--- src/common/eeprom_cfg.svh ---
`ifndef EEPROM_CFG_SVH
`define EEPROM_CFG_SVH

// depth of the host command queue
`define EEPROM_FIFO_DEPTH  4

// CLK cycles per quarter of an scl period
`define EEPROM_SCL_QUARTER 2

// fixed upper nibble of the control byte
`define EEPROM_DEVICE_TYPE 4'b1010

// bit engine op codes
`define EEPROM_OP_START    2'd0
`define EEPROM_OP_STOP     2'd1
`define EEPROM_OP_WRITE    2'd2
`define EEPROM_OP_READ     2'd3

`endif
--- src/common/eeprom_pkg.sv ---
`default_nettype none

package eeprom_pkg;

    typedef struct packed {
        logic        is_read;
        logic [10:0] addr;
        logic [7:0]  data;     // unused for reads
    } eeprom_cmd_t;

    typedef struct packed {
        logic        is_read;
        logic        nack;
        logic [10:0] addr;
        logic [7:0]  data;     // read byte or written byte
    } eeprom_result_t;

    typedef struct packed {
        logic [3:0] device_type;
        logic [2:0] block;     // addr[10:8]
        logic       rw;
    } ctrl_byte_t;

    // one serial byte as raw bits or as control byte
    typedef union packed {
        logic [7:0] raw;
        ctrl_byte_t ctrl;
    } eeprom_byte_u;

    typedef struct packed {
        logic [1:0]   op;
        eeprom_byte_u tx_byte;
        logic         ack_out;   // level driven in the ack slot of a read
    } engine_req_t;

    typedef struct packed {
        logic [7:0] rx_byte;
        logic       ack_in;
    } engine_rsp_t;

endpackage

`default_nettype wire

--- src/verilog/eeprom_ctrl_top.sv ---
`timescale 1ns/1ps
`default_nettype none

module eeprom_ctrl_top
(
    input  wire                        CLK,
    input  wire                        RESET,
    input  wire                        wr,
    input  wire                        rd,
    input  wire [10:0]                 addr,
    input  wire [7:0]                  wdata,
    input  wire                        sda_in,
    output logic                       full,
    output logic                       done,
    output eeprom_pkg::eeprom_result_t result,
    output logic                       scl,
    output logic                       sda_low
);

    logic                    push;
    eeprom_pkg::eeprom_cmd_t push_cmd;
    eeprom_pkg::eeprom_cmd_t head;
    logic                    not_empty;
    logic                    pop;
    logic                    start;
    logic                    busy;
    logic                    op_done;
    eeprom_pkg::engine_req_t req;
    eeprom_pkg::engine_rsp_t rsp;

    assign push             = wr | rd;
    assign push_cmd.is_read = rd;
    assign push_cmd.addr    = addr;
    assign push_cmd.data    = wdata;

    eeprom_cmd_fifo fifo0
    (
        .CLK       (CLK),
        .RESET     (RESET),
        .push      (push),
        .push_cmd  (push_cmd),
        .pop       (pop),
        .head      (head),
        .not_empty (not_empty),
        .full      (full)
    );

    i2c_sequencer seq0
    (
        .CLK       (CLK),
        .RESET     (RESET),
        .not_empty (not_empty),
        .head      (head),
        .busy      (busy),
        .op_done   (op_done),
        .rsp       (rsp),
        .pop       (pop),
        .start     (start),
        .req       (req),
        .done      (done),
        .result    (result)
    );

    i2c_bit_engine eng0
    (
        .CLK     (CLK),
        .RESET   (RESET),
        .start   (start),
        .req     (req),
        .sda_in  (sda_in),
        .busy    (busy),
        .op_done (op_done),
        .rsp     (rsp),
        .scl     (scl),
        .sda_low (sda_low)
    );

endmodule

`default_nettype wire

--- src/i2c_master/i2c_bit_engine.sv ---
`timescale 1ns/1ps
`default_nettype none

`include "eeprom_cfg.svh"

module i2c_bit_engine
(
    input  wire                          CLK,
    input  wire                          RESET,
    input  wire                          start,
    input  wire eeprom_pkg::engine_req_t req,
    input  wire                          sda_in,
    output logic                         busy,
    output logic                         op_done,
    output eeprom_pkg::engine_rsp_t      rsp,
    output logic                         scl,
    output logic                         sda_low
);

    localparam int QUARTER = `EEPROM_SCL_QUARTER;
    localparam int QCNT_W  = (QUARTER > 1) ? $clog2(QUARTER) : 1;

    logic [QCNT_W-1:0] qcnt;
    logic [1:0]        phase;     // scl low in 0 and 1 and high in 2 and 3
    logic [3:0]        bitcnt;
    logic [1:0]        op;
    logic [7:0]        shreg;
    logic              ack_out;
    logic              ack_in;
    logic              tick;
    logic              is_byte;
    logic              last_bit;
    logic              drive_bit;

    assign tick     = (qcnt == QCNT_W'(QUARTER - 1));
    assign is_byte  = (op == `EEPROM_OP_WRITE) || (op == `EEPROM_OP_READ);
    assign last_bit = !is_byte || (bitcnt == 4'd8);

    assign rsp.rx_byte = shreg;
    assign rsp.ack_in  = ack_in;

    // sda level of this bit where 1 releases the line
    always_comb
    begin
        if (bitcnt == 4'd8)
            drive_bit = (op == `EEPROM_OP_WRITE) ? 1'b1 : ack_out;
        else
            drive_bit = (op == `EEPROM_OP_WRITE) ? shreg[7] : 1'b1;
    end

    always_ff @(posedge CLK)
    begin
        if (RESET)
        begin
            busy    <= 1'b0;
            op_done <= 1'b0;
            scl     <= 1'b1;
            sda_low <= 1'b0;
            qcnt    <= '0;
            phase   <= 2'd0;
            bitcnt  <= 4'd0;
        end
        else
        begin
            op_done <= 1'b0;
            if (!busy)
            begin
                if (start)
                begin
                    busy   <= 1'b1;
                    qcnt   <= '0;
                    phase  <= 2'd0;
                    bitcnt <= 4'd0;
                    scl    <= 1'b0;
                end
            end
            else
            begin
                qcnt <= tick ? '0 : qcnt + 1'b1;
                if (tick)
                begin
                    case (phase)
                        2'd0:
                        begin
                            phase <= 2'd1;
                            if (op == `EEPROM_OP_START)
                                sda_low <= 1'b0;
                            else if (op == `EEPROM_OP_STOP)
                                sda_low <= 1'b1;
                            else
                                sda_low <= ~drive_bit;
                        end
                        2'd1:
                        begin
                            phase <= 2'd2;
                            scl   <= 1'b1;
                        end
                        2'd2:
                        begin
                            phase <= 2'd3;
                            if (op == `EEPROM_OP_START)
                                sda_low <= 1'b1;   // start condition
                            else if (op == `EEPROM_OP_STOP)
                                sda_low <= 1'b0;   // stop condition
                        end
                        default:
                        begin
                            if (last_bit)
                            begin
                                busy    <= 1'b0;   // scl left high
                                op_done <= 1'b1;
                            end
                            else
                            begin
                                bitcnt <= bitcnt + 1'b1;
                                phase  <= 2'd0;
                                scl    <= 1'b0;
                            end
                        end
                    endcase
                end
            end
        end
    end

    always_ff @(posedge CLK)
    begin
        if (start && !busy)
        begin
            op      <= req.op;
            shreg   <= req.tx_byte.raw;
            ack_out <= req.ack_out;
        end
        else if (busy && tick && (phase == 2'd2) && is_byte)
        begin
            if (bitcnt == 4'd8)
                ack_in <= ~sda_in;                // pulled low means ack
            else
                shreg <= {shreg[6:0], sda_in};    // mid high sample
        end
    end

endmodule

`default_nettype wire

--- src/i2c_master/i2c_sequencer.sv ---
`timescale 1ns/1ps
`default_nettype none

`include "eeprom_cfg.svh"

module i2c_sequencer
(
    input  wire                          CLK,
    input  wire                          RESET,
    input  wire                          not_empty,
    input  wire eeprom_pkg::eeprom_cmd_t head,
    input  wire                          busy,
    input  wire                          op_done,
    input  wire eeprom_pkg::engine_rsp_t rsp,
    output logic                         pop,
    output logic                         start,
    output eeprom_pkg::engine_req_t      req,
    output logic                         done,
    output eeprom_pkg::eeprom_result_t   result
);

    localparam logic [9:0] ST_IDLE    = 10'b00_0000_0001;
    localparam logic [9:0] ST_START   = 10'b00_0000_0010;
    localparam logic [9:0] ST_CTRL_WR = 10'b00_0000_0100;
    localparam logic [9:0] ST_ADDR    = 10'b00_0000_1000;
    localparam logic [9:0] ST_DATA_WR = 10'b00_0001_0000;
    localparam logic [9:0] ST_RSTART  = 10'b00_0010_0000;
    localparam logic [9:0] ST_CTRL_RD = 10'b00_0100_0000;
    localparam logic [9:0] ST_DATA_RD = 10'b00_1000_0000;
    localparam logic [9:0] ST_STOP    = 10'b01_0000_0000;
    localparam logic [9:0] ST_REPORT  = 10'b10_0000_0000;

    logic [9:0]               state;
    logic [9:0]               write_next;
    logic                     issued;      // engine op of this step is running
    logic                     step_done;
    logic                     nack;
    logic [7:0]               data_r;
    eeprom_pkg::eeprom_cmd_t  cmd;
    eeprom_pkg::eeprom_byte_u ctrl_byte;

    assign pop       = (state == ST_IDLE) && not_empty;
    assign start     = (state != ST_IDLE) && (state != ST_REPORT) && !issued && !busy;
    assign step_done = issued && op_done;
    assign done      = (state == ST_REPORT);

    assign result.is_read = cmd.is_read;
    assign result.nack    = nack;
    assign result.addr    = cmd.addr;
    assign result.data    = data_r;

    always_comb
    begin
        ctrl_byte.ctrl.device_type = `EEPROM_DEVICE_TYPE;
        ctrl_byte.ctrl.block       = cmd.addr[10:8];
        ctrl_byte.ctrl.rw          = (state == ST_CTRL_RD);
    end

    always_comb
    begin
        req.op          = `EEPROM_OP_WRITE;
        req.tx_byte.raw = 8'h00;
        req.ack_out     = 1'b1;   // nack ends the single byte read
        case (state)
            ST_START, ST_RSTART:    req.op = `EEPROM_OP_START;
            ST_CTRL_WR, ST_CTRL_RD: req.tx_byte = ctrl_byte;
            ST_ADDR:                req.tx_byte.raw = cmd.addr[7:0];
            ST_DATA_WR:             req.tx_byte.raw = cmd.data;
            ST_DATA_RD:             req.op = `EEPROM_OP_READ;
            ST_STOP:                req.op = `EEPROM_OP_STOP;
            default:                req.op = `EEPROM_OP_WRITE;
        endcase
    end

    // successor of a written byte that got its ack
    always_comb
    begin
        case (state)
            ST_CTRL_WR: write_next = ST_ADDR;
            ST_ADDR:    write_next = cmd.is_read ? ST_RSTART : ST_DATA_WR;
            ST_CTRL_RD: write_next = ST_DATA_RD;
            default:    write_next = ST_STOP;
        endcase
    end

    always_ff @(posedge CLK)
    begin
        if (RESET)
        begin
            state  <= ST_IDLE;
            issued <= 1'b0;
            nack   <= 1'b0;
        end
        else
        begin
            if (start)
                issued <= 1'b1;
            else if (step_done)
                issued <= 1'b0;

            case (state)
                ST_IDLE:
                    if (not_empty)
                    begin
                        nack  <= 1'b0;
                        state <= ST_START;
                    end
                ST_START:
                    if (step_done)
                        state <= ST_CTRL_WR;
                ST_RSTART:
                    if (step_done)
                        state <= ST_CTRL_RD;
                ST_CTRL_WR, ST_ADDR, ST_DATA_WR, ST_CTRL_RD:
                    if (step_done)
                    begin
                        if (!rsp.ack_in)
                        begin
                            nack  <= 1'b1;      // abort with a stop
                            state <= ST_STOP;
                        end
                        else
                            state <= write_next;
                    end
                ST_DATA_RD:
                    if (step_done)
                        state <= ST_STOP;
                ST_STOP:
                    if (step_done)
                        state <= ST_REPORT;
                default:
                    state <= ST_IDLE;
            endcase
        end
    end

    always_ff @(posedge CLK)
    begin
        if (pop)
        begin
            cmd    <= head;
            data_r <= head.data;
        end
        else if ((state == ST_DATA_RD) && step_done)
            data_r <= rsp.rx_byte;
    end

endmodule

`default_nettype wire

--- src/verilog/eeprom_cmd_fifo.sv ---
`timescale 1ns/1ps
`default_nettype none

`include "eeprom_cfg.svh"

module eeprom_cmd_fifo
(
    input  wire                          CLK,
    input  wire                          RESET,
    input  wire                          push,
    input  wire eeprom_pkg::eeprom_cmd_t push_cmd,
    input  wire                          pop,
    output eeprom_pkg::eeprom_cmd_t      head,
    output logic                         not_empty,
    output logic                         full
);

    localparam int DEPTH = `EEPROM_FIFO_DEPTH;
    localparam int PTR_W = (DEPTH > 1) ? $clog2(DEPTH) : 1;
    localparam int CNT_W = $clog2(DEPTH + 1);

    eeprom_pkg::eeprom_cmd_t mem [DEPTH];
    logic [PTR_W-1:0]        wr_ptr;
    logic [PTR_W-1:0]        rd_ptr;
    logic [CNT_W-1:0]        count;
    logic                    do_push;
    logic                    do_pop;

    function automatic logic [PTR_W-1:0] next_ptr(input logic [PTR_W-1:0] ptr);
        if (ptr == PTR_W'(DEPTH - 1))
            return '0;
        return ptr + 1'b1;
    endfunction

    assign full      = (count == CNT_W'(DEPTH));
    assign not_empty = (count != '0);
    assign do_push   = push && !full;     // dropped when full
    assign do_pop    = pop && not_empty;
    assign head      = mem[rd_ptr];

    always_ff @(posedge CLK)
    begin
        if (RESET)
        begin
            wr_ptr <= '0;
            rd_ptr <= '0;
            count  <= '0;
        end
        else
        begin
            if (do_push)
                wr_ptr <= next_ptr(wr_ptr);
            if (do_pop)
                rd_ptr <= next_ptr(rd_ptr);
            case ({do_push, do_pop})
                2'b10:   count <= count + 1'b1;
                2'b01:   count <= count - 1'b1;
                default: count <= count;   // none or both
            endcase
        end
    end

    always_ff @(posedge CLK)
    begin
        if (do_push)
            mem[wr_ptr] <= push_cmd;
    end

endmodule

`default_nettype wire

--- config.mk ---
export PLATFORM = sky130hd
export DESIGN_NAME = eeprom_ctrl_top
export DESIGN_NICKNAME = d
export VERILOG_FILES = /design/src/common/eeprom_pkg.sv /design/src/verilog/eeprom_ctrl_top.sv /design/src/i2c_master/i2c_bit_engine.sv /design/src/i2c_master/i2c_sequencer.sv /design/src/verilog/eeprom_cmd_fifo.sv
export VERILOG_INCLUDE_DIRS = /design/src /design/src/common
export SDC_FILE = /design/constraint.sdc
export NUM_CORES = 1
export LEC_CHECK = 0
export ABC_AREA = 1
export ABC_CLOCK_PERIOD_IN_PS = 3800
export BUFFER_PORTS_ARGS = -buffer_cell sky130_fd_sc_hd__buf_2
export CORE_MARGIN = 2
export CORE_UTILIZATION = 64
export CTS_CLUSTER_DIAMETER = 80
export CTS_CLUSTER_SIZE = 16
export DETAILED_ROUTE_END_ITERATION = 12
export GPL_ROUTABILITY_DRIVEN = 1
export PLACE_DENSITY = 0.84
export SETUP_SLACK_MARGIN = 0.05
export SLEW_MARGIN = 20
export SYNTH_ARGS = -nofsm -noshare
export SYNTH_HDL_FRONTEND = slang
export SYNTH_SLANG_ARGS = --single-unit
--- constraint.sdc ---
create_clock -name CLK -period 3.8 [get_ports CLK]
set_clock_uncertainty 0.1 [all_clocks]
set_input_delay 0.38 -clock CLK [delete_from_list [all_inputs] [get_ports CLK]]
set_output_delay 0.38 -clock CLK [all_outputs]
set_load 0.02 [all_outputs]
==> results_dict.tcl <==
set metrics [dict create \
    outcome "finished clean" \
    syn_avg_cell_area_sq_um 10.9 \
    areaGrowthSynthToFinish_pct 15.6 \
    die_h_microns 105 \
    synth_fp_nets 639 \
    start_kind "flip-flop" \
    root_buffer "clkbuf_8" \
    numPortBuffers 48 \
    critPathKind "reg -> reg" \
    grt_max_degree 42 \
    dp_hpwl_microns 9070 \
    antenna_found_initial 0 \
    die_w_microns 105 \
    drv_slew 0 \
    die_area_sq_um 11100 \
    crit_slowest_cell "fa_1" \
    cts.repair.resized 0 \
    yosysSeqAreaShare 0.639 \
    fin_area_sq_um 7620 \
    clkTransAtPathRegs_ns 0.06 \
    ys_types 41 \
    ant_nets 0 \
    hold_class "in -> reg" \
    p_per_area_nw_per_um2 813 \
    final_common_cell "edfxtp_1" \
    crit_path_max_fanout 15 \
    initial_core_util 0.650 \
    max_stage_delay_ns 0.38 \
    fin_setup_tns_ns 0 \
    drc 0 \
    yosys.area.top_type "edfxtp_1" \
    cap_violations 0 \
    design.portCount 49 \
    ys_warn_count 0 \
    std_cell_rows 37 \
    final.fill_count 658 \
    clock_latency_ns 0.52 \
    synth-seq-cells 151 \
    synthCells 602 \
    pwr-share-comb 0.318 \
    netlist_area_sq_um 6590 \
    diodes 0 \
    track_usage 0.278 \
    first_iter_violations 443 \
    power_frac_clock 0.254 \
    max-vdd-ir-drop_v 0.000488 \
    fin_crit_sh 0.729 \
    core_area_sq_um 10100 \
    finalHoldViolCount 0 \
    vias 4671 \
    placed_area_sq_um 6860 \
    cts_setup_buffers 0 \
    gp_congestion 0.856 \
    worstPathArrival_ns 3.07 \
    worst_pin_slew_ns 1.08 \
    drtPass1Iterations 6 \
    fin_nets 700 \
    timing.final.setup_violations 0 \
    slew_headroom 0.279 \
    total_power_w 0.00620 \
    drt_wl_total_microns 14600 \
    leakage_nw 2.94 \
    gr-total-overflow 0 \
    cts_sinks 151 \
    wl_per_cell_microns 18.0 \
    cts_tree "done" \
    drive_gt1_frac 0.182 \
    cp_cell_sequence "nor2_4 > inv_2 > nor3_2 > nand2_2 > inv_2 > ha_1 > inv_1 > fa_1 > a21oi_1 > o21ai_0 > o21ai_0 > a21oi_1" \
    yosys-top-cells-area "edfxtp_1 54%, dfxtp_1 9.7%, nand2_1 5.3%" \
    rsz0062_at_grt "no" \
    vias_per_cell 5.76 \
    endpoint_kind "flip-flop" \
    fin_crit_ns 2.77 \
    max_freq_mhz 361 \
    required_ns 4.10 \
    grt_pass1_wl_microns 23500 \
    p_switching_w 0.00228 \
    p_int_w 0.00391 \
    grt_pass1_vias 4814 \
    layout_common_cells "119 x edfxtp_1, 93 x nand2_1, 79 x nor2_1" \
    p_sw_frac 0.369 \
    htree_levels 4 \
    synth_top_cell_area_share 0.542 \
    fin_hold_ws_ns 0.0530 \
    cts_buffers 17 \
    clockBufferDepth 2 \
    p_seq_frac 0.428 \
]
-- layout make-up --
type | instances | area (sq um) | share of cell area
clock buffers | 20 | 425 | 0.0558
clock inverters | 11 | 128 | 0.0168
inverters | 48 | 180 | 0.0237
multi-input cells | 371 | 2010 | 0.264
flip-flops and latches | 151 | 4210 | 0.553
well taps | 136 | 170 | 0.0223
repair buffers | 74 | 485 | 0.0637
-- path summary, 6_finish.rpt --
kind / start / end / slack [ns] / cells past startpoint
max: seq0.state[9] / fifo0.count[2] / 1.03 / 12
min: sda_in / eng0.ack_in / 0.05 / 2
max reg2reg: seq0.state[9] / fifo0.count[2] / 1.03 / 12
min reg2reg: seq0.nack / seq0.nack / 0.39 / 2
-- cells in the mapped netlist (all sizes together) --
cell type,number
a211oi,1
a21oi,25
a221oi,2
a22o,2
a31oi,2
buf,17
clkbuf,15
clkinv,1
dfxtp,32
edfxtp,119
fa,1
ha,12
inv,47
nand2,101
nand3,23
nand3b,3
nand4,3
nor2,94
nor3,11
nor3b,2
nor4,1
o211a,1
o21ai,63
o21bai,1
o22ai,20
or2,1
xor2,2
-- per-stage QoR --
stage | setup slack, ns | cells | utilization
6_report | 1.03 | 811 | 0.751
5_1_grt | 0.887 | 811 | 0.751
3_3_place_gp | 1.22 | 760 | 0.677
3_5_place_dp | 1.12 | 760 | 0.677
2_1_floorplan | 1.37 | 602 | -
4_1_cts | 1.03 | 811 | 0.751
-- power by group through the flow --
stage / clock network [W] / logic (W) / registers (W)
final: 0.00158 / 0.00197 / 0.00265
after global placement: 0 / 0.00184 / 0.00265
after CTS: 0.00158 / 0.00196 / 0.00265
after global routing: 0.00165 / 0.00218 / 0.00268
after floorplan: 0 / 0.00142 / 0.00266
after detailed placement: 0 / 0.00191 / 0.00267
-- critical path, delay by kind of cell, from the launching register on --
kind | cells | cell delay (ns)
AO/OA/AOI/OAI | 4 | 0.54
flip-flops | 1 | 0.34
adder cells (fa/ha/maj) | 2 | 0.56
buffers and inverters | 3 | 0.41
AND/OR/NAND/NOR | 3 | 0.69
-- timing repair --
item	4_1_cts	5_1_grt
endpoints found under the hold margin	80	0
endpoints found under the setup margin	0	0
hold buffers	20	0
-- flip-flops by register name, indices dropped and copies added (netlist names), 2 cells and up, named ones only --
signal        count
fifo0.mem        80
eng0.phase        2
eng0.bitcnt       4
seq0.cmd          8
fifo0.wr_ptr      2
eng0.op           2
fifo0.rd_ptr      2
seq0.result      12
seq0.data_r       8
fifo0.count       3
seq0.state       10
eng0.shreg        8
-- routing by layer --
layer	share of wire	up-vias	GRT usage	wire length [microns]
li1	-	2191	-	-
met1	0.38	2199	0.339	5550
met2	0.51	240	0.483	7440
met3	0.078	41	0.0526	1140
met4	0.032	0	0.125	470
met5	0	-	0	0
-- kinds of logic (layout without fill, tap and decap cells) --
| logic type | count (synthesis) | count (layout) | share of synthesized area |
|---|---|---|---|
| XOR/XNOR | 2 | 2 | 0.00266 |
| AND/OR/NAND/NOR | 239 | 239 | 0.178 |
| buffers and inverters | 80 | 153 | 0.0550 |
| flip-flops | 151 | 151 | 0.639 |
| AO/OA/AOI/OAI | 117 | 117 | 0.0991 |
| adder cells (fa/ha/maj) | 13 | 13 | 0.0258 |
No activity file was read; power rests on OpenSTA's default activity.
